File: src/rvMultiParams.svh
`ifndef RV_MULTI_PARAMS_SVH
`define RV_MULTI_PARAMS_SVH

// machine word width in bits
`define RV_XLEN 32

// depth of the shared instruction and data memory in 32-bit words
`define RV_MEM_WORDS 1024

// address of the first fetch after start
`define RV_RESET_PC 32'h0000_0000

`endif

File: src/rvMultiPkg.sv
`include "rvMultiParams.svh"

package rvMultiPkg;

    typedef logic [`RV_XLEN-1:0] wordT;                  // registers, alu, memory, pc
    typedef logic [4:0] regAddrT;                        // x0 to x31
    typedef logic [$clog2(`RV_MEM_WORDS)-1:0] memAddrT;  // word index, byte bits dropped

    // major opcodes of the supported subset
    typedef enum logic [6:0] {
        opR      = 7'b0110011,
        opI      = 7'b0010011,
        opLoad   = 7'b0000011,
        opStore  = 7'b0100011,
        opBranch = 7'b1100011,
        opLui    = 7'b0110111,
        opJal    = 7'b1101111,
        opSystem = 7'b1110011   // only ebreak is expected here
    } opcodeT;

    typedef enum logic [3:0] {
        aluAdd,
        aluSub,
        aluSll,
        aluSlt,     // signed
        aluXor,
        aluSrl,
        aluOr,
        aluAnd,
        aluPassB    // lui
    } aluOpT;

    typedef enum logic [2:0] {
        stHalted,
        stFetch,
        stDecode,
        stExecute,
        stMemory,
        stWriteback
    } cpuStateT;

endpackage

File: src/regFile.sv
module regFile (
    input  logic                clock,
    input  logic                rstN,
    input  logic                writeEn,
    input  rvMultiPkg::regAddrT rs1Addr,
    input  rvMultiPkg::regAddrT rs2Addr,
    input  rvMultiPkg::regAddrT rdAddr,
    input  rvMultiPkg::regAddrT dbgAddr,
    input  rvMultiPkg::wordT    rdData,
    output rvMultiPkg::wordT    rs1Data,
    output rvMultiPkg::wordT    rs2Data,
    output rvMultiPkg::wordT    dbgData
);
    import rvMultiPkg::*;

    wordT regs [32];

    // x0 cleared by reset and never written afterwards
    always_ff @(posedge clock or negedge rstN) begin
        if (!rstN) begin
            for (int i = 0; i < 32; i++) begin
                regs[i] <= '0;
            end
        end else if (writeEn && (rdAddr != '0)) begin
            regs[rdAddr] <= rdData;
        end
    end

    // all three reads are asynchronous
    assign rs1Data = regs[rs1Addr];
    assign rs2Data = regs[rs2Addr];
    assign dbgData = regs[dbgAddr];  // testbench view

endmodule

File: config.mk
export PLATFORM = sky130hd
export DESIGN_NAME = regFile
export DESIGN_NICKNAME = d
export VERILOG_FILES = /design/src/rvMultiPkg.sv /design/src/regFile.sv
export VERILOG_INCLUDE_DIRS = /design/src /design/src/src
export SDC_FILE = /design/constraint.sdc
export NUM_CORES = 2
export LEC_CHECK = 0
export BUFFER_PORTS_ARGS = -buffer_cell sky130_fd_sc_hd__buf_2
export CAP_MARGIN = 40
export CORE_ASPECT_RATIO = 0.6
export CORE_MARGIN = 2
export CORE_UTILIZATION = 40
export CTS_BUF_LIST = sky130_fd_sc_hd__clkbuf_4 sky130_fd_sc_hd__clkbuf_8
export DETAILED_ROUTE_END_ITERATION = 8
export GPL_TIMING_DRIVEN = 0
export SYNTH_ARGS = -nofsm -noshare
export SYNTH_HDL_FRONTEND = slang
export SYNTH_SLANG_ARGS = --single-unit
File: constraint.sdc
create_clock -name clock -period 1.2 [get_ports clock]
set_input_delay 0 -clock clock [delete_from_list [all_inputs] [get_ports clock]]
set_output_delay 0 -clock clock [all_outputs]
set_load 0.02 [all_outputs]
**Word-level counts from Yosys, hierarchy flattened**

Cells that the tools add are included.

- Bits in registers: 1024
- Bits of input ports: 55
- Output and inout bits: 96
- Logic and storage cells: 56

- Order comparisons: 5
- Mux-type cells: 12
- Bitwise gates (word level): 4
- Reduce and logical (&&, ||, !) cells: 3

Operator list:

| kind | count |
|---|---|
| 1024-bit bitwise mux | 1 |
| 32-bit binary-select mux with 5-bit select | 3 |
| 32-bit two-way mux | 7 |
| 32-bit demux with 5-bit select | 1 |
| 6-bit >= comparator, second input constant | 4 |
| 5-bit NOT with 6-bit output | 4 |
| 6-bit by 1-bit less-than comparator with 1-bit output, second input constant | 1 |
| 5-bit nonzero test | 1 |
| 1-bit logical AND | 2 |

**Longest topological paths before layout**

- Word-level depth: 6
- Depth in mapped cells: 8
- Depth with buffers taken out: 5

**Worst setup path before layout**

No wires, ideal clock.

- Path kind: input to register
- Start: input port rdAddr[1]
- End: register regs[101] in the netlist's numbering
- Setup time: 0.125 ns
- Arrival: 1.251 ns
- Data required time: 1.075 ns
- Slack: -0.176 ns
- Stages on the path: 6
- Buffers on the path: 3
- Path through: buf_2 > nor3_2 > and3_1 > clkbuf_1 > buf_4 > mux2_2

- Cells in the longest elaborated chain, start to end: 6
- Elaborated cells between the ends (all ways): 9
- Those cells by class: order compare (2); mux (3); bitwise (1); reduce/logical (3)

RTL lines:

| element | line | text |
|---|---|---|
| start, declared | regFile.sv:7 | `input rvMultiPkg::regAddrT rdAddr,` |
| 5-bit NOT with 6-bit output (implied by the code) | regFile.sv:25 | `regs[rdAddr] <= rdData;` |
| 6-bit >= comparator (implied by the code) or 6-bit by 1-bit less-than comparator with 1-bit output (tied branches) | regFile.sv:25 |  |
| 1-bit logical AND (implied by the code) | regFile.sv:25 |  |
| 32-bit two-way mux (implied by the code) | regFile.sv:25 |  |
| 32-bit demux with 5-bit select | regFile.sv:25 |  |
| 1024-bit bitwise mux | regFile.sv:25 |  |
| end signal, assigned by index | regFile.sv:25 |  |
| end, declared | regFile.sv:16 | `wordT regs [32];` |

Parallel ways exist; a longest one is shown, timed or not.
A chain may end at the register's enable or synchronous reset.

**Worst setup path in the final report**

- Start: input port dbgAddr[4]
- End: output port dbgData[11]

- Cells in the longest elaborated chain, start to end: 4

RTL lines:

| element | line | text |
|---|---|---|
| start, declared | regFile.sv:8 | `input rvMultiPkg::regAddrT dbgAddr,` |
| 5-bit NOT with 6-bit output (implied by the code) | regFile.sv:32 | `assign dbgData = regs[dbgAddr];` |
| 32-bit binary-select mux with 5-bit select | regFile.sv:32 |  |
| 32-bit two-way mux (implied by the code) (2 in series) | regFile.sv:32 |  |
| end, declared | regFile.sv:12 | `output rvMultiPkg::wordT dbgData` |

No other way between the ends. The select of a mux whose other input is x is not followed.

==> reports/metrics.cfg <==
[run_status]
outcome = finished with violations
violations = hold timing, setup timing

[sta]
fin_skew_ns = 0
slew_violations = 0
fin_crit_ns = 2.63
max_freq_mhz = 381
finalSetupViolations = 1072
hold_slack_ns = -0.973
finalHoldViolations = 356
tns_ns = -536.04
post-route-period-util_pct = 219
relSlewSlack_pct = 32.8
fin_ws_ns = -1.43
worst_slew_pin_slew_ns = 1.01
rsz0062_at_grt = yes

[worst_setup_path]
crit_required_ns = 1.20
cp_slowest_stage_delay_ns = 0.86
r2r_start = regs[944]$_DFFE_PN0P_
crit_path_top_delay_cell = clkbuf_2
arrival_ns = 2.63
crit_path_end_kind = output port
critical_path_class = in2out
crit_chain = buf_2 > nand2b_1 > clkbuf_2 > a21oi_1 > nand3_1 > nand3_2 > buf_6
critPathLaunchType = input pin
ff2ff_setup_slack_ns = 0.24
worstPathMaxFanout = 10
r2r_cells = 2
r2r-end = regs[944]$_DFFE_PN0P_

[synth]
yosysUniqueCellTypes = 29
synth_edf_count = 0
synth_seq_cells = 1024
synthArstFlopShare_pct = 100
yosysMostFrequentCell = mux2i_1
synth_area_leaders = dfrtp_1 40%, mux2i_1 24%, mux2_2 17%
yosys.area.top_type_share_pct = 39.9
yosysSeqAreaShare_pct = 39.9
syn_inst = 5768
synth_area_leader_cell = dfrtp_1
synthesis.nets = 5823
synth.cell_area_mm2 = 0.0642
synth_flop_cell = dfrtp_1
yosys_warnings = 0
syn_area_per_cell_um2 = 11.1
netlist_top_cells_count = 1536 x mux2i_1, 1024 x dfrtp_1, 982 x mux2_2

[drt]
drc = 0
avgViaCountPerCell = 6.74
vias = 57300
wirelength_um = 337000
wl_per_cell_um = 39.6
drt_iter0_markers = 9514
ant_nets = 0
drt_first_pass_iters = 7

[floorplanning]
die-area_mm2 = 0.164
die_h_um = 314
start_util_pct = 40.4
placementRows = 113
boundaryPins = 151
die-width_um = 521
core_mm2 = 0.159

[clock_network]
clk_pin_slew_ns = 0.07
ctsLongestPathBuffers = 4
cts_tree = done
cts_buffers = 175
clock_latency_ns = 0.90
cts_sinks = 1024
root_buffer = clkbuf_8
htreeDepth = 4

[grt]
grt_use_total_pct = 39.9
grt_pass1_wl_um = 452000
grt_max_degree = 148
antenna_found_initial = 24
grt_overflow_total = 0
grt_pass1_vias = 54000

[flow_run]
drv_cap = 0

[final_layout]
drive_gt1_share_pct = 34.7
fin_nets = 6303
top_regs = regs x1024
largest_reg_flops = 1024
utilization_pct = 48.7
fin_area_mm2 = 0.0774
syn_to_final_growth_pct = 20.5
multiInputGateArea_mm2 = 0.0388
fill_cells = 14500
regMostFlops = regs
register_area_mm2 = 0.0257

[power]
p_per_area_mw_per_mm2 = 1500
peakVddDrop_uv = 1170
power_leakage_nw = 36.2

[min_path]
min_path_type = in2async

[placed_design]
preCtsSetupSlack_ns = -1.89
place_area_mm2 = 0.0697
numPortBuffers = 145
gp_congestion = 1.04
hpwl_um = 253000

power by group:
group	switching [mW]	internal (mW)
Clock	16.6	18.8
Combinational	17.9	14.4
Sequential	7.39	41.1
Total	41.9	74.4
metrics by stage:
| step | total power, mW | instances |
|---|---|---|
| floorplan | 65.7 | 5768 |
| global placement | 75.6 | 8040 |
| detailed placement | 77.1 | 8124 |
| CTS | 114 | 8488 |
| global route | 120 | 8500 |
| finish | 116 | 8509 |
worst max-delay path by stage:
stage,from,end,slack (ns),depth (start not counted)
CTS,regs[790]$_DFFE_PN0P_,rs1Data[22],-1.34,6
detailed placement,dbgAddr[0],dbgData[6],-1.89,10
floorplan,rdAddr[1],regs[10]$_DFFE_PN0P_,-0.06,5
finish,dbgAddr[4],dbgData[11],-1.43,7
global route,regs[782]$_DFFE_PN0P_,dbgData[14],-1.36,6
global placement,rstN,regs[182]$_DFFE_PN0P_,-23.16,1
layer usage:
| layer | share of wire [%] | GRT usage [%] | wire length, um |
|---|---|---|---|
| met5 | 0.15 | 0.604 | 493 |
| met4 | 6.1 | 20.1 | 20500 |
| met3 | 16 | 19.4 | 53400 |
| met2 | 36 | 49.8 | 122000 |
| met1 | 42 | 55.8 | 140000 |
critical path, delay by kind of cell:
family,cells,cell delay (ns)
compound gates,1,0.09
simple gates,3,1.30
buf+inv,3,1.21
cells in the final DEF, fill, tap and decap left out, types with 67 or more instances in the layout:
cell type,netlist,layout
a22oi_1,288,288
buf_4,51,178
clkbuf_1,275,231
a22o_1,192,192
mux2_2,982,982
a21oi_1,288,288
clkbuf_4,0,71
buf_6,6,166
mux2i_1,1536,1528
nand2_1,306,301
a31oi_4,0,67
nand3_2,0,75
nand3_1,292,195
nor3_4,0,94
buf_2,228,156
dfrtp_1,1024,1003
clkbuf_8,0,220
cells by family after synthesis:
family | Yosys count | share of synthesized area, %
multiplexers | 2528 | 41.3
AND/OR/NAND/NOR | 747 | 5.27
buffers and inverters | 605 | 4.35
flip-flops | 1024 | 39.9
AO/OA/AOI/OAI | 864 | 9.16
timing repair:
| item | in CTS | in global routing |
|---|---|---|
| hold buffers | 61 | 4 |
| gates cloned | 2 | 0 |
| resized for setup | 615 | 91 |
| buffers inserted | 2 | 10 |
| hold endpoints to repair | 1180 | 439 |
| pin swaps | 143 | 91 |
| endpoints found under the setup margin | 317 | 1095 |
area by class of cell:
class	instances	share of cell area, %
Antenna cell	11	0.0356
Buffer	604	4.35
Timing Repair Buffer	304	4.23
Multi-Input combinational cell	4139	50.1
Sequential cell	1024	33.1
Clock buffer	272	4.40
Clock inverter	28	0.322
Tap cell	2127	3.44
(Power assumes the default switching activity.)
