$ cat src/rvMultiParams.svh
`ifndef RV_MULTI_PARAMS_SVH
`define RV_MULTI_PARAMS_SVH

// machine word width in bits
`define RV_XLEN 32

// depth of the shared instruction and data memory in 32-bit words
`define RV_MEM_WORDS 1024

// address of the first fetch after start
`define RV_RESET_PC 32'h0000_0000

`endif

$ cat src/rvMultiPkg.sv
`include "rvMultiParams.svh"

package rvMultiPkg;

    typedef logic [`RV_XLEN-1:0] wordT;                  // registers, alu, memory, pc
    typedef logic [4:0] regAddrT;                        // x0 to x31
    typedef logic [$clog2(`RV_MEM_WORDS)-1:0] memAddrT;  // word index, byte bits dropped

    // major opcodes of the supported subset
    typedef enum logic [6:0] {
        opR      = 7'b0110011,
        opI      = 7'b0010011,
        opLoad   = 7'b0000011,
        opStore  = 7'b0100011,
        opBranch = 7'b1100011,
        opLui    = 7'b0110111,
        opJal    = 7'b1101111,
        opSystem = 7'b1110011   // only ebreak is expected here
    } opcodeT;

    typedef enum logic [3:0] {
        aluAdd,
        aluSub,
        aluSll,
        aluSlt,     // signed
        aluXor,
        aluSrl,
        aluOr,
        aluAnd,
        aluPassB    // lui
    } aluOpT;

    typedef enum logic [2:0] {
        stHalted,
        stFetch,
        stDecode,
        stExecute,
        stMemory,
        stWriteback
    } cpuStateT;

endpackage

$ cat src/controlFsm.sv
module controlFsm (
    input  logic               clock,
    input  logic               rstN,
    input  logic               start,
    input  rvMultiPkg::opcodeT opcode,
    input  logic [2:0]         funct3,
    input  logic               funct7b5,
    input  logic               aluZero,
    output logic               halted,
    output logic               irLoad,
    output logic               operandLoad,
    output logic               aluOutLoad,
    output logic               regWrite,
    output logic               wbFromMem,
    output logic               memWrite,
    output logic               addrFromAlu,
    output logic               aluSrcImm,
    output logic               pcInc,
    output logic               pcBranch,
    output logic               pcJump,
    output logic               instRetire,
    output rvMultiPkg::aluOpT  aluOp
);
    import rvMultiPkg::*;

    cpuStateT state;
    cpuStateT stateNext;
    logic     branchTaken;

    always_ff @(posedge clock or negedge rstN) begin
        if (!rstN) begin
            state <= stHalted;
        end else begin
            state <= stateNext;
        end
    end

    assign halted = (state == stHalted);

    // beq wants equal operands and bne wants them different
    always_comb begin
        case (funct3)
            3'b000:  branchTaken = aluZero;
            3'b001:  branchTaken = !aluZero;
            default: branchTaken = 1'b0;
        endcase
    end

    // immediate on operand b for everything but R-type and branches
    assign aluSrcImm = opcode inside {opI, opLoad, opStore, opLui};

    always_comb begin
        aluOp = aluAdd;  // loads and stores form their address by add
        case (opcode)
            opR, opI: begin
                case (funct3)
                    3'b000:  aluOp = (opcode == opR && funct7b5) ? aluSub : aluAdd;
                    3'b001:  aluOp = aluSll;
                    3'b010:  aluOp = aluSlt;
                    3'b100:  aluOp = aluXor;
                    3'b101:  aluOp = aluSrl;
                    3'b110:  aluOp = aluOr;
                    3'b111:  aluOp = aluAnd;
                    default: aluOp = aluAdd;
                endcase
            end
            opBranch: aluOp = aluSub;   // zero flag on equality
            opLui:    aluOp = aluPassB;
            default:  aluOp = aluAdd;
        endcase
    end

    always_comb begin
        stateNext   = state;
        irLoad      = 1'b0;
        operandLoad = 1'b0;
        aluOutLoad  = 1'b0;
        regWrite    = 1'b0;
        wbFromMem   = 1'b0;
        memWrite    = 1'b0;
        addrFromAlu = 1'b0;
        pcInc       = 1'b0;
        pcBranch    = 1'b0;
        pcJump      = 1'b0;
        instRetire  = 1'b0;
        case (state)
            stHalted: begin
                if (start) begin
                    stateNext = stFetch;
                end
            end
            stFetch: begin
                stateNext = stDecode;  // memory addressed by pc
            end
            stDecode: begin
                irLoad      = 1'b1;
                operandLoad = 1'b1;  // rs1, rs2 and branch target
                case (opcode)
                    opR, opI, opLoad, opStore, opLui, opBranch, opJal: stateNext = stExecute;
                    default: stateNext = stHalted;  // ebreak or unknown opcode
                endcase
            end
            stExecute: begin
                case (opcode)
                    opBranch: begin
                        pcBranch   = branchTaken;
                        pcInc      = !branchTaken;
                        instRetire = 1'b1;
                        stateNext  = stFetch;
                    end
                    opJal: begin
                        regWrite   = 1'b1;  // link pc + 4
                        pcJump     = 1'b1;
                        instRetire = 1'b1;
                        stateNext  = stFetch;
                    end
                    opLoad, opStore: begin
                        aluOutLoad = 1'b1;  // effective address
                        stateNext  = stMemory;
                    end
                    default: begin
                        aluOutLoad = 1'b1;
                        stateNext  = stWriteback;
                    end
                endcase
            end
            stMemory: begin
                addrFromAlu = 1'b1;
                if (opcode == opStore) begin
                    memWrite   = 1'b1;
                    pcInc      = 1'b1;
                    instRetire = 1'b1;
                    stateNext  = stFetch;
                end else begin
                    stateNext = stWriteback;  // read data lands next cycle
                end
            end
            stWriteback: begin
                regWrite   = 1'b1;
                wbFromMem  = (opcode == opLoad);
                pcInc      = 1'b1;
                instRetire = 1'b1;
                stateNext  = stFetch;
            end
            default: stateNext = stHalted;
        endcase
    end

    // one memory port and one register port never both written
    assert property (@(posedge clock) disable iff (!rstN) !(memWrite && regWrite))
        else $error("memWrite and regWrite active together");

    // a halted core leaves the datapath untouched
    assert property (@(posedge clock) disable iff (!rstN)
        halted |-> !(irLoad || operandLoad || aluOutLoad || regWrite || memWrite ||
                     pcInc || pcBranch || pcJump || instRetire))
        else $error("datapath enable active while halted");

endmodule

$ cat config.mk
export PLATFORM = sky130hd
export DESIGN_NAME = controlFsm
export DESIGN_NICKNAME = d
export VERILOG_FILES = /design/src/rvMultiPkg.sv /design/src/controlFsm.sv
export VERILOG_INCLUDE_DIRS = /design/src /design/src/src
export SDC_FILE = /design/constraint.sdc
export NUM_CORES = 1
export LEC_CHECK = 0
export BUFFER_PORTS_ARGS = -buffer_cell sky130_fd_sc_hd__buf_2
export CAP_MARGIN = 20
export CORE_AREA = 2 2 39 41
export DETAILED_ROUTE_END_ITERATION = 8
export DIE_AREA = 0 0 41 43
export PLACE_DENSITY = 0.67
export SLEW_MARGIN = 5
export SYNTH_ARGS = -nofsm -noshare
export SYNTH_HDL_FRONTEND = slang
export SYNTH_SLANG_ARGS = --single-unit
$ cat constraint.sdc
create_clock -name clock -period 2.8 [get_ports clock]
set_input_delay 0.14 -clock clock [delete_from_list [all_inputs] [get_ports clock]]
set_output_delay 0.14 -clock clock [all_outputs]
set_load 0.01 [all_outputs]
# After elaboration in Yosys (flattened, before gate mapping)
# Index checks and enable logic that the tools add are counted.
# word_totals
register_bits,3
latchBits,0
ramBits,0
rom_bits,0
input_bits,15
memories,0
# op_classes
addsub,0
n_mul,0
div_mod_pow,0
n_lt_le_gt_ge,0
eq_ne,19
n_shift,0
n_mux,25
bitwise,0
n_reduce_logical,10
# ops
cell,n
"7-bit by 6-bit == test with 1-bit output, second input constant",3
3-bit one-hot mux with 7 select lines,1
"3-bit == test, second input constant",6
3-bit one-hot mux with 6 select lines,1
"7-bit == test, second input constant",2
1-bit two-way mux,14
4-bit one-hot mux with 3 select lines,1
"3-bit by 2-bit == test with 1-bit output, second input constant",3
"7-bit by 2-bit == test with 1-bit output, second input constant",1
"7-bit by 5-bit == test with 1-bit output, second input constant",1
7-bit OR reduction,1
"3-bit by 1-bit == test with 1-bit output, second input constant",2
3-bit zero test,2
3-bit two-way mux,2
1-bit one-hot mux with 3 select lines,2
3-bit one-hot mux with 2 select lines,1
2-bit OR reduction,3
1-bit one-hot mux with 2 select lines,2
4-bit nonzero test,1
1-bit zero test,2
2-bit two-way mux,1
"2-bit inequality test, second input constant",1
1-bit logical AND,1

# Logic depth before layout (Yosys ltp)
# logic_depth
ltp_word,5
depth_mapped,5
depth_no_buf,4

# Least setup slack after synthesis
# No wires, ideal clock.
# synth_path
path_type,register to output
from,register state[2]
to,output pcInc
arrival_time_ns,1.241
required_ns,2.660
slack_ns,1.419
stages_incl_launch_ff,4
path_buffers,0
cell_sequence,dfrtp_1 > nand3b_1 > or3_4 > o21ai_1
# synth_between
elab_chain_cells,2
word_cells_on_any_way,4
# synth_rtl
item,line,rtl
"start, declared",controlFsm.sv:26,cpuStateT state;
"start signal, assigned",controlFsm.sv:32,state <= stHalted;
"start signal, assigned",controlFsm.sv:34,state <= stateNext;
3-bit == test or 3-bit by 2-bit == test with 1-bit output (tied branches),controlFsm.sv:86,case (state)
1-bit one-hot mux with 3 select lines (*),controlFsm.sv:86,
"end, declared",controlFsm.sv:18,"output logic pcInc,"
# Every way passes the cells marked *; elsewhere a longest branch is shown, timed or not.

# Final worst setup path
# Ends and elaborated chain as after synthesis.

==> results.py <==
metrics = {
    "sta": {
        "worst_pin_slew_ps": 291,
        "slew_violations": 0,
        "hold_slack_ps": 233,
        "finalCritPeriodShare_pct": 62.4,
        "period_needed_ps": 1750,
        "setup_viol": 0,
        "rsz0062_at_grt": "no",
        "slew_headroom_pct": 80.6,
        "hold_violations": 0,
        "setup_tns_ps": 0,
        "fin_worst_skew_ps": 1.10,
        "max_freq_mhz": 572,
    },
    "routing": {
        "drt-total-wl_um": 1140,
        "post_drt_wl_per_cell_um": 10.4,
        "dr.pass1.iters": 3,
        "viasPerCell": 5.03,
        "drcViolationCount": 0,
        "drt-initial-drc-count": 3,
        "ant_nets": 0,
        "vias": 553,
    },
    "critical_path": {
        "reg2reg_slack_ps": 1680,
        "crit_fanout": 6,
        "path_class": "register to output pin",
        "max_stage_delay_ps": 430,
        "end_kind": "output pin",
        "rr_startpoint": "state[2]$_DFFE_PN0P_",
        "crit_family": "simple AND/OR/NAND/NOR gates",
        "setup.worst_path.start": "state[2]$_DFFE_PN0P_",
        "crit_buf_inv": 1,
        "cp.required_ps": 2660,
        "startpoint_type": "register",
        "crit_path_top_delay_cell": "or3_4",
        "crit_chain": "nand3b_1, or3_4, o21ai_1, buf_2",
        "cp.arrival_ps": 1610,
    },
    "outcome": {
        "outcome": "finished clean",
    },
    "synthesis": {
        "synth_nets": 75,
        "syn_area_sq_um": 424,
        "syn_area_per_cell_sq_um": 7.07,
        "ys_seq_area_share_pct": 17.7,
        "synthFlopType": "dfrtp_1",
        "synthArstFlopShare_pct": 100,
        "synth_edf_count": 0,
        "yosysWarnings": 0,
        "syn-instance-count": 60,
        "ys_ff_latch": 3,
        "ys_types": 30,
    },
    "die": {
        "die_w_um": 41,
        "io_pins": 32,
        "die_h_um": 43,
        "initial_core_util_pct": 30.7,
        "num_rows": 14,
        "die-area_sq_mm": 0.00176,
        "coreArea_sq_mm": 0.00138,
    },
    "global_routing": {
        "antenna_found_initial": 0,
        "grt_pass1_vias": 504,
        "grt_max_degree": 10,
        "grt_usage_pct": 15.3,
        "grt-ovfl-total": 0,
        "grt_pass1_wl_um": 1930,
    },
    "clock_tree": {
        "cts_resized": 0,
        "cts_root_buf": "clkbuf_4",
        "clock_path_buffers": 2,
        "cts_hold_buf": 1,
        "clock_latency_ps": 240,
        "clk_pin_slew_worst_paths_ps": 40,
        "cts-buffers-inserted": 3,
        "cts_sinks": 3,
        "htreeDepth": 1,
        "cts_setup_buffers": 0,
        "cts_tree": "yes",
    },
    "finish": {
        "top_regs": "state: 3 flops",
        "utilization_pct": 45.1,
        "diodes": 0,
        "nets": 110,
        "largest_register": "state",
        "drive_gt1_share_pct": 39.4,
        "fillCellCount": 158,
        "area_delta_synth_final_pct": 47.2,
        "largest_reg_flops": 3,
    },
    "place": {
        "portBuffers": 31,
        "dp_hpwl_um": 915,
        "gp_congestion": 0.710,
    },
    "job": {
        "drv_cap": 0,
    },
    "power": {
        "ir_drop_v": 0.000243,
        "powerDensity_mw_per_mm2": 478,
        "leakagePower_nw": 0.335,
    },
    "hold_path": {
        "hp-class": "input port to asynchronous set/reset pin",
    },
}
[Yosys cell counts, types with 2 or more instances]
| cell | number | area (sq um) |
|---|---|---|
| nor3_1 | 5 | 25.0 |
| and3_1 | 2 | 12.5 |
| nand3b_1 | 2 | 15.0 |
| or3_1 | 2 | 12.5 |
| nor2b_1 | 2 | 12.5 |
| nor2_1 | 3 | 11.3 |
| nand3_1 | 3 | 15.0 |
| and2_1 | 3 | 18.8 |
| inv_1 | 3 | 11.3 |
| xnor2_1 | 2 | 17.5 |
| nand2b_1 | 3 | 18.8 |
| a21oi_1 | 5 | 25.0 |
| o21ai_0 | 2 | 10.0 |
| nand2_1 | 4 | 15.0 |
| nor3b_1 | 2 | 15.0 |
| dfrtp_1 | 3 | 75.1 |
[power by group]
part | leakage, nW | switching [mW] | internal [mW]
clock | 0.0150 | 0.0233 | 0.0535
combinational | 0.281 | 0.0734 | 0.0639
sequential | 0.0386 | 0.0243 | 0.0602
total | 0.335 | 0.121 | 0.178
[final timing paths]
path | endpoint | cells after the start
max in group asynchronous | state[1]$_DFFE_PN0P_ | 2
setup / recovery | pcInc | 4
hold / removal | state[2]$_DFFE_PN0P_ | 2
hold reg to reg | state[1]$_DFFE_PN0P_ | 1
min in group clock | state[0]$_DFFE_PN0P_ | 3
setup reg to reg | state[0]$_DFFE_PN0P_ | 3
[cell type report]
class                           instances  area [sq um]  area share (%)
Clock buffer                            4          26.3            4.21
Timing Repair Buffer                   32           165            26.5
Tap cell                               16          20.0            3.21
Multi-Input combinational cell         52           327            52.3
Inverter                                3          11.3            1.80
Sequential cell                         3          75.1            12.0
[placed cells by master (no fill, tap or decap), drive strengths merged, types with 2 or more instances in the layout]
master  instances
dfrtp           3
nor2b           2
clkbuf          4
or2             2
nor2            3
nand3b          2
a21oi           5
or3             3
buf            31
nand2           4
xnor2           2
nand3           3
nand2b          4
inv             3
nor3            5
and3            2
nor3b           2
o21ai           3
and2            3
[stage by stage]
stage          std cells  cell area, sq um  power, mW  setup WS [ps]
6_report             110               624      0.298           1050
2_1_floorplan         60               424      0.168           1420
3_3_place_gp         105               588      0.221           1320
4_1_cts              110               624      0.302           1040
3_5_place_dp         105               588      0.222           1300
5_1_grt              110               624      0.328            946
[metal layers]
layer	share of wire, %	wire (um)	vias to the layer above	track usage [%]
met2	48	552	15	23.1
met1	45	511	248	20.3
met5	0	0	-	0
met3	5.2	59	2	1.57
met4	1.6	18	0	8.00
li1	-	-	288	-
[kinds of logic (layout without fill, tap and decap cells)]
group / Yosys count / in the layout / share of synthesized area [%]
XOR/XNOR: 2 / 2 / 4.13
buffers and inverters: 5 / 39 / 5.31
flip-flops: 3 / 3 / 17.7
AND/OR/NAND/NOR: 36 / 36 / 51.9
AO/OA/AOI/OAI: 14 / 14 / 20.9
[worst register-to-register path, cell delays in order (launching register included)]
cell       delay, ps
dfrtp_1          420
nor3b_1          310
o2111ai_1        190
o221ai_1         110
No activity file was read; power rests on OpenSTA's default activity.
