**config.mk**
```make
export PLATFORM = sky130hd
export DESIGN_NAME = programCounter
export DESIGN_NICKNAME = d
export VERILOG_FILES = /design/src/rvMultiPkg.sv /design/src/programCounter.sv
export VERILOG_INCLUDE_DIRS = /design/src /design/src/src
export SDC_FILE = /design/constraint.sdc
export NUM_CORES = 1
export LEC_CHECK = 0
export BUFFER_PORTS_ARGS = -buffer_cell sky130_fd_sc_hd__buf_2
export CORE_MARGIN = 8
export CORE_UTILIZATION = 57
export DETAILED_ROUTE_END_ITERATION = 10
export PLACE_DENSITY = 0.88
export SYNTH_ARGS = -nofsm -noshare
export SYNTH_HDL_FRONTEND = slang
export SYNTH_SLANG_ARGS = --single-unit
```
**constraint.sdc**
```tcl
create_clock -name clock -period 6.15 [get_ports clock]
set_clock_uncertainty 0.2 [all_clocks]
set_input_delay 0.615 -clock clock [delete_from_list [all_inputs] [get_ports clock]]
set_output_delay 0.615 -clock clock [all_outputs]
set_load 0.02 [all_outputs]
```
**src/rvMultiParams.svh**
```systemverilog
`ifndef RV_MULTI_PARAMS_SVH
`define RV_MULTI_PARAMS_SVH

// machine word width in bits
`define RV_XLEN 32

// depth of the shared instruction and data memory in 32-bit words
`define RV_MEM_WORDS 1024

// address of the first fetch after start
`define RV_RESET_PC 32'h0000_0000

`endif

```
**src/rvMultiPkg.sv**
```systemverilog
`include "rvMultiParams.svh"

package rvMultiPkg;

    typedef logic [`RV_XLEN-1:0] wordT;                  // registers, alu, memory, pc
    typedef logic [4:0] regAddrT;                        // x0 to x31
    typedef logic [$clog2(`RV_MEM_WORDS)-1:0] memAddrT;  // word index, byte bits dropped

    // major opcodes of the supported subset
    typedef enum logic [6:0] {
        opR      = 7'b0110011,
        opI      = 7'b0010011,
        opLoad   = 7'b0000011,
        opStore  = 7'b0100011,
        opBranch = 7'b1100011,
        opLui    = 7'b0110111,
        opJal    = 7'b1101111,
        opSystem = 7'b1110011   // only ebreak is expected here
    } opcodeT;

    typedef enum logic [3:0] {
        aluAdd,
        aluSub,
        aluSll,
        aluSlt,     // signed
        aluXor,
        aluSrl,
        aluOr,
        aluAnd,
        aluPassB    // lui
    } aluOpT;

    typedef enum logic [2:0] {
        stHalted,
        stFetch,
        stDecode,
        stExecute,
        stMemory,
        stWriteback
    } cpuStateT;

endpackage

```
**src/programCounter.sv**
```systemverilog
`include "rvMultiParams.svh"

module programCounter (
    input  logic             clock,
    input  logic             rstN,
    input  logic             start,
    input  logic             pcInc,
    input  logic             pcBranch,
    input  logic             pcJump,
    input  logic             instRetire,
    input  rvMultiPkg::wordT target,
    output rvMultiPkg::wordT pc,
    output logic [31:0]      retired
);

    always_ff @(posedge clock or negedge rstN) begin
        if (!rstN) begin
            pc <= `RV_RESET_PC;
        end else if (start) begin
            pc <= `RV_RESET_PC;  // every run begins at the reset address
        end else if (pcBranch || pcJump) begin
            pc <= target;        // precomputed in decode
        end else if (pcInc) begin
            pc <= pc + 32'd4;
        end
    end

    // instructions retired since the last start
    always_ff @(posedge clock or negedge rstN) begin
        if (!rstN) begin
            retired <= '0;
        end else if (start) begin
            retired <= '0;
        end else if (instRetire) begin
            retired <= retired + 32'd1;
        end
    end

    assert property (@(posedge clock) disable iff (!rstN) !(pcBranch && pcJump))
        else $error("branch and jump requested in the same cycle");

endmodule

```
# ---- Yosys cells after proc, flatten, opt, wreduce, memory -nomap -nowiden
# Index checks and enable logic that the tools add are counted.
dict set report classes {
  n_addsub 2
  n_mux 5
  n_reduce_logical 3
}
# cell n
set ops {}
lappend ops {{$mux 32} 5}
lappend ops {{$add 32x1->32 const B} 1}
lappend ops {{$add 32x3->32 const B} 1}
lappend ops {{$reduce_bool 3->1} 1}
lappend ops {{$reduce_bool 2->1} 1}
lappend ops {{$logic_or 1x1->1} 1}
dict set report word_totals {
  reg_bits 64
  in_bits 39
  out_inout_bits 64
}

# ---- Longest topological paths before layout
# Gate-level depths: netlist of the first run.
dict set report depth {
  ltp_word 4
  depth_mapped 6
}

# ---- Least setup slack after synthesis of the first run
# Ideal clock, no wire load.
dict set report synth_path {
  kind {register -> register}
  start {register pc[2]}
  end {register pc[20]}
  t_arrival_ns 2.062
  path_slack_ns 3.789
  path_stages_with_launch 7
  n_path_buf 1
  synth_period_minus_slack_ns 2.361
  path_cell_list {dfrtp_1 > ha_1 > nand3_1 > or4_1 > buf_2 > or4_1 > a311oi_1}
}
dict set report synth_via {
  elab_chain_cells 4
}
# item line_no
set synth_rtl {}
lappend synth_rtl {{start: declaration} programCounter.sv:12} ;# output rvMultiPkg::wordT pc,
lappend synth_rtl {{start signal: assignment} programCounter.sv:18} ;# pc <= `RV_RESET_PC;
lappend synth_rtl {{start signal: assignment} programCounter.sv:20} ;# pc <= `RV_RESET_PC;
lappend synth_rtl {{start signal: assignment} programCounter.sv:22} ;# pc <= target;
lappend synth_rtl {{$add 32x3->32} programCounter.sv:24} ;# pc <= pc + 32'd4;
lappend synth_rtl {{$mux 32} programCounter.sv:23} ;# end else if (pcInc) begin
lappend synth_rtl {{$mux 32} programCounter.sv:21} ;# end else if (pcBranch || pcJump) begin
lappend synth_rtl {{$mux 32} programCounter.sv:19} ;# end else if (start) begin
# Every way passes these cells. The select of a mux whose other input is x is not followed.
# A chain may end at the register's enable or synchronous reset.

# ---- Worst setup path after layout of the first run
dict set report layout_path {
  start {register pc[2]}
  end {register pc[22]}
}
# Same word-level chain as after synthesis.

==> flow_metrics.py, run 1 <==
metrics = {
    "synthesis": {
        "ys.flop_type": "dfrtp_1",
        "yosys-top-cells-area": "dfrtp_1, nor2_1, or4_1, nand3_1, o31ai_1",
        "async_flop_share_pct": 100,
        "yosys_register_bits": 64,
        "yosysTopAreaCellShare_pct": 43.5,
        "yosysSeqAreaShare_pct": 43.5,
        "syn_area_sq_mm": 0.00368,
        "netlist_top_cells_count": "dfrtp_1, nor2_1, nand3_1",
        "syn_area_per_cell_sq_um": 8.95,
        "synth_edf_count": 0,
        "yosysMostFrequentCell": "dfrtp_1",
        "synthCells": 411,
        "mappedNetlistNets": 452,
        "yosysWarnings": 0,
        "synth_area_leader_cell": "dfrtp_1",
        "synth_cell_types": 35,
    },
    "finish": {
        "drive_above_1_share_pct": 25.2,
        "area_growth_pct": 19.1,
        "n_antenna_cell": 0,
        "num-fill-cells": 510,
        "final_nets": 540,
        "multi_input_area_sq_mm": 0.00194,
        "regArea_sq_mm": 0.00160,
        "stdcell_area_sq_mm": 0.00438,
    },
    "timing": {
        "relSlewSlack_pct": 21.2,
        "layout_min_cycle_time_ns": 2.46,
        "setup_violations": 0,
        "hold_viol_final": 0,
        "final.setup.tns_ns": 0,
        "fin_crit_sh_pct": 39.9,
        "finalMaxSlewViolations": 0,
        "holdWs_ns": 0.249,
        "max_freq_mhz": 407,
        "worst_slack_ns": 3.69,
        "worstMarginPinSlew_ns": 1.18,
        "rsz0062_at_grt": "false",
    },
    "clocking": {
        "clockBufferDepth": 2,
        "ctsResizeCount": 0,
        "worstSkewPairLatency_ns": 0.34,
        "htree_levels": 3,
        "cts_tree": "built",
        "cts_root_buf": "clkbuf_8",
        "postCtsSetupRepairBufs": 0,
        "clkSinkCount": 64,
        "cts_buffers": 9,
        "clkTransAtPathRegs_ns": 0.07,
        "cts_hold_buf": 0,
    },
    "global_routing": {
        "grt-ovfl-total": 0,
        "grt_max_degree": 75,
        "antenna_found_initial": 0,
        "grt_pass1_wl_microns": 16800,
        "grt_pass1_vias": 3526,
        "track_usage_pct": 22.9,
    },
    "floorplan": {
        "dieArea_sq_mm": 0.00928,
        "fp.dieW_microns": 96.3,
        "coreArea_sq_mm": 0.00631,
        "start_util_pct": 58.3,
        "rows": 29,
        "die_y_microns": 96.3,
        "num_io_pins": 103,
    },
    "drt": {
        "postRouteAntennaNets": 0,
        "vias": 3624,
        "wl_per_cell_microns": 17.5,
        "route.detailed.drc": 0,
        "drt_iter0_markers": 254,
        "drt_pass1_iterations": 4,
        "wl_microns": 10200,
        "via_per_inst": 6.24,
    },
    "worst_setup_path": {
        "r2r_end": "pc[22]",
        "r2r-start": "pc[2]",
        "worst_ep_required_time_ns": 6.19,
        "crit_path_end_kind": "flop",
        "worstSetupPathType": "flop to flop",
        "r2r_cells": 5,
        "cp_data_arrival_time_ns": 2.50,
        "critPathMaxFanout": 8,
        "r2r_slack_ns": 3.69,
        "start_kind": "flop",
    },
    "run": {
        "maxCapViolCount": 0,
    },
    "pwr": {
        "power.leakage_nw": 1.89,
        "switching_share_pct": 28.0,
        "pwr-share-seq_pct": 50.7,
        "intPower_mw": 0.656,
        "switching_power_mw": 0.255,
        "pwr-share-clk_pct": 37.0,
        "irDropWorstVdd_mv": 0.128,
        "combinationalPowerShare_pct": 12.3,
        "power_density_mw_per_mm2": 208,
    },
    "place": {
        "portBuffers": 102,
        "dp_slack_ns": 3.48,
        "place_area_sq_mm": 0.00420,
        "dpl.hpwl_microns": 7140,
        "gp_congestion": 0.896,
    },
    "status": {
        "status": "completed",
    },
    "min_path": {
        "worst_hold_path_type": "primary input to asynchronous set/reset pin",
    },
}
## layout make-up
cell class / instances / area share, %
Clock buffer: 14 / 3.94
Clock inverter: 2 / 0.285
Inverter: 10 / 0.856
Multi-Input combinational cell: 310 / 44.2
Sequential cell: 64 / 36.5
Tap cell: 77 / 2.20
Timing Repair Buffer: 104 / 12.0
## state kept, by name, indices dropped and copies added, names as in the netlist
signal	count
pc	32
retired	32
## power groups by stage
stage,combinational (mW),clock [mW],sequential [mW]
global route,0.124,0.365,0.464
floorplan,0.0460,0,0.482
finish,0.112,0.337,0.462
detailed placement,0.113,0,0.468
CTS,0.113,0.344,0.461
global placement,0.110,0,0.468
## placed cells by master (no fill, tap or decap), drive strengths merged
cell / netlist / layout
ha: 2 / 2
and2: 1 / 1
a21o: 1 / 1
mux2i: 2 / 2
nor4b: 1 / 1
nor3: 8 / 8
o211ai: 1 / 1
o31a: 1 / 1
or2: 1 / 1
nor3b: 3 / 3
xnor2: 13 / 13
and4: 10 / 10
nor2b: 6 / 6
and3: 7 / 7
clkbuf: 18 / 14
nor2: 51 / 51
dfrtp: 64 / 64
a21oi: 17 / 17
nand4: 19 / 19
nor4: 16 / 16
nand2: 23 / 23
o2bb2ai: 1 / 1
or4: 20 / 20
or3: 12 / 12
o31ai: 16 / 16
a211oi: 15 / 15
buf: 9 / 104
xor2: 12 / 12
a311oi: 11 / 11
clkinvlp: 0 / 1
mux2: 7 / 7
nand3: 25 / 25
o21ai: 8 / 8
clkinv: 0 / 1
inv: 10 / 10
## stage by stage
stage          instances  power [mW]  utilization, %
2_1_floorplan        411       0.528               -
3_3_place_gp         565       0.578            66.5
3_5_place_dp         565       0.581            66.5
4_1_cts              581       0.918            69.4
5_1_grt              581       0.953            69.4
6_report             581       0.911            69.4
## worst max path at each step
stage           from     end  slack, ns
4_1_cts        pc[2]  pc[22]       3.72
2_1_floorplan  pc[2]  pc[20]       3.79
3_3_place_gp   pcInc  pc[25]       3.59
6_report       pc[2]  pc[22]       3.69
3_5_place_dp   pcInc  pc[25]       3.48
5_1_grt        pc[2]  pc[22]       3.54
## worst max-delay path, stage by stage (launching register included)
cell	delay (ns)
dfrtp_1	0.43
ha_1	0.27
nand3_1	0.17
or4_1	0.57
or4_1	0.46
a311oi_1	0.26
## routing by layer
metal,global-route usage [%],wire length (microns)
met1,28.8,4150
met2,36.3,4970
met3,6.16,879
met4,9.84,175
met5,0,0
## logic make-up after synthesis
kind of cell / count (synthesis) / synth area share [%]
compound gates: 71 / 13.2
xor+xnor: 25 / 5.95
fa+ha+maj: 2 / 0.680
buf+inv: 37 / 4.01
flops: 64 / 43.5
mux: 9 / 2.69
simple gates: 203 / 29.9
Note: power is estimated with default switching activity, not from simulation.
==> run 2, diff against run 1 <==
- ABC_AREA: not set -> 1
- CORE_UTILIZATION: 57 -> 49
- PLACE_DENSITY: 0.88 -> 0.79
- clock period: 6.15 -> 2.1 ns (I/O delays scaled with it)
==> flow_metrics.py, run 2 <==
metrics = {
    "finish": {
        "final_nets": 840,
        "mostFrequentLayoutCells": "nand2_1, nor2_1, buf_2, dfrtp_1, inv_1",
        "area_growth_pct": 20.7,
        "reg_top3": "pc: 32 flops, retired: 32 flops",
        "final_common_cell": "nand2_1",
        "n_antenna_cell": 0,
        "utilization_pct": 60.9,
        "drive_above_1_share_pct": 19.7,
    },
    "worst_setup_path": {
        "worst-path-buf-inv": 0,
        "cp_data_arrival_time_ns": 1.93,
        "start_kind": "flop",
        "slowest_stage": "dfrtp_1",
        "crit_path_end_kind": "flop",
        "critPathMostFrequentCell": "nand2_1",
        "crit_path_cell_trace": "ha_1 > nand2_2 > nor2_2 > nand2_2 > nor2_4 > nand2_1 > nand2_1 > nand3_1 > nand2_1 > nand2_1",
        "path_delay_family": "simple AND/OR/NAND/NOR gates",
        "cpPeakStageDelay_ns": 0.43,
        "worst_ep_required_time_ns": 2.14,
        "critPathMaxFanout": 5,
        "worstSetupPathType": "flop to flop",
    },
    "synthesis": {
        "syn_area_per_cell_sq_um": 6.39,
        "netlist_top_cells_count": "nand2_1, nor2_1, dfrtp_1",
        "yosysTopAreaCellShare_pct": 36.6,
        "yosysWarnings": 0,
        "yosys-top-cells-area": "dfrtp_1, nand2_1, nor2_1, nand3_1, inv_1",
        "mappedNetlistNets": 726,
        "ys.flop_type": "dfrtp_1",
        "synth_cell_types": 34,
        "async_flop_share_pct": 100,
        "syn_area_sq_mm": 0.00437,
        "synth_area_leader_cell": "dfrtp_1",
        "synthCells": 685,
        "yosys_register_bits": 64,
        "synth_edf_count": 0,
        "yosysMostFrequentCell": "nand2_1",
        "yosysSeqAreaShare_pct": 36.6,
    },
    "timing": {
        "max_freq_mhz": 528,
        "final.setup.tns_ns": 0,
        "setup_violations": 0,
        "relSlewSlack_pct": 62.8,
        "finalMaxSlewViolations": 0,
        "hold_viol_final": 0,
        "rsz0062_at_grt": "false",
        "fin_crit_sh_pct": 90.3,
        "layout_min_cycle_time_ns": 1.90,
        "worstMarginPinSlew_ns": 0.558,
    },
    "global_routing": {
        "grt_pass1_vias": 4480,
        "grt_pass1_wl_microns": 21500,
        "track_usage_pct": 20.6,
        "antenna_found_initial": 0,
        "grt_max_degree": 55,
        "grt-ovfl-total": 0,
    },
    "drt": {
        "postRouteAntennaNets": 0,
        "drt_pass1_iterations": 5,
        "drt_iter0_markers": 329,
        "wl_per_cell_microns": 13.9,
        "via_per_inst": 5.21,
        "route.detailed.drc": 0,
        "vias": 4737,
        "wl_microns": 12700,
    },
    "clocking": {
        "clockBufferDepth": 2,
        "cts_root_buf": "clkbuf_8",
        "cts_buffers": 9,
        "worstSkewPairLatency_ns": 0.34,
        "cts_tree": "built",
        "htree_levels": 3,
        "clkSinkCount": 64,
        "clkTransAtPathRegs_ns": 0.07,
    },
    "min_path": {
        "worst_hold_path_type": "primary input to flop",
    },
    "run": {
        "maxCapViolCount": 0,
    },
    "place": {
        "gp_congestion": 0.892,
        "portBuffers": 102,
        "dpl.hpwl_microns": 9490,
    },
    "floorplan": {
        "rows": 34,
        "fp.dieW_microns": 110,
        "dieArea_sq_mm": 0.0122,
        "coreArea_sq_mm": 0.00868,
        "num_io_pins": 103,
        "die_y_microns": 110,
        "start_util_pct": 50.4,
    },
    "pwr": {
        "power.leakage_nw": 2.50,
        "irDropWorstVdd_mv": 0.324,
        "power_density_mw_per_mm2": 521,
        "p_total_mw": 2.75,
    },
    "status": {
        "status": "completed",
    },
}
[run 2: what timing repair did]
action                     4_1_cts  5_1_grt
setup endpoints to repair        0        1
resized for setup                0        1
setup buffers                    0        0
hold endpoints to repair        35        0
hold buffers                    11        0
[run 2: report_power, final]
part	switching (mW)	total, mW	internal (mW)
combinational	0.284	0.449	0.164
sequential	0.0808	1.37	1.29
clock	0.466	0.938	0.472
[run 2: through the flow]
| stage | hold slack, ns | instance area [sq um] | instances | setup WS (ns) |
|---|---|---|---|---|
| final | 0.00784 | 5280 | 909 | 0.205 |
| after global routing | 0.0110 | 5280 | 909 | 0.0469 |
| after CTS | 0.000498 | 5280 | 909 | 0.196 |
| after detailed placement | 0.0300 | 5010 | 885 | 0.228 |
| after global placement | 0.0177 | 5010 | 885 | 0.363 |
| after floorplan | -0.286 | 4370 | 685 | 0.313 |
[run 2: layout make-up]
class | count | area, sq um
multi-input cells | 539 | 2440
flip-flops and latches | 64 | 1600
fillers | 836 | 3400
well taps | 108 | 135
clock inverters | 1 | 5.00
inverters | 66 | 248
repair buffers | 119 | 694
clock buffers | 12 | 155
[run 2: worst paths after layout]
check / cells after the start / to / slack, ns / start
max: 10 / pc[28] / 0.20 / pc[3]
min: 3 / pc[3] / 0.008 / target[3]
max reg2reg: 10 / pc[28] / 0.20 / pc[3]
min reg2reg: 1 / retired[9] / 0.32 / retired[9]
max in group asynchronous: 3 / pc[27] / 0.89 / rstN
min in group asynchronous: 2 / retired[30] / 0.19 / rstN
[run 2: kinds of logic (layout without fill, tap and decap cells)]
kind of cell             count (synthesis)  after routing  share of synthesized area, %
AND/OR/NAND/NOR                        473            473                          46.5
buffers and inverters                   82            198                          7.55
flip-flops                              64             64                          36.6
AO/OA/AOI/OAI                           56             56                          7.12
XOR/XNOR                                 8              8                          1.60
adder cells (fa/ha/maj)                  2              2                         0.572
[run 2: layer usage]
| metal | GRT usage (%) | vias to the layer above | routed length (microns) |
|---|---|---|---|
| li1 | - | 2381 | - |
| met1 | 27.3 | 2168 | 5800 |
| met2 | 32.9 | 173 | 5760 |
| met3 | 4.49 | 15 | 931 |
| met4 | 5.50 | 0 | 180 |
| met5 | 0 | - | 0 |
[run 2: worst reg2reg max path, delay by kind of cell (launching register included)]
kind	cells	cell delay, ns
AND/OR/NAND/NOR	9	0.93
adder cells (fa/ha/maj)	1	0.24
flip-flops	1	0.43
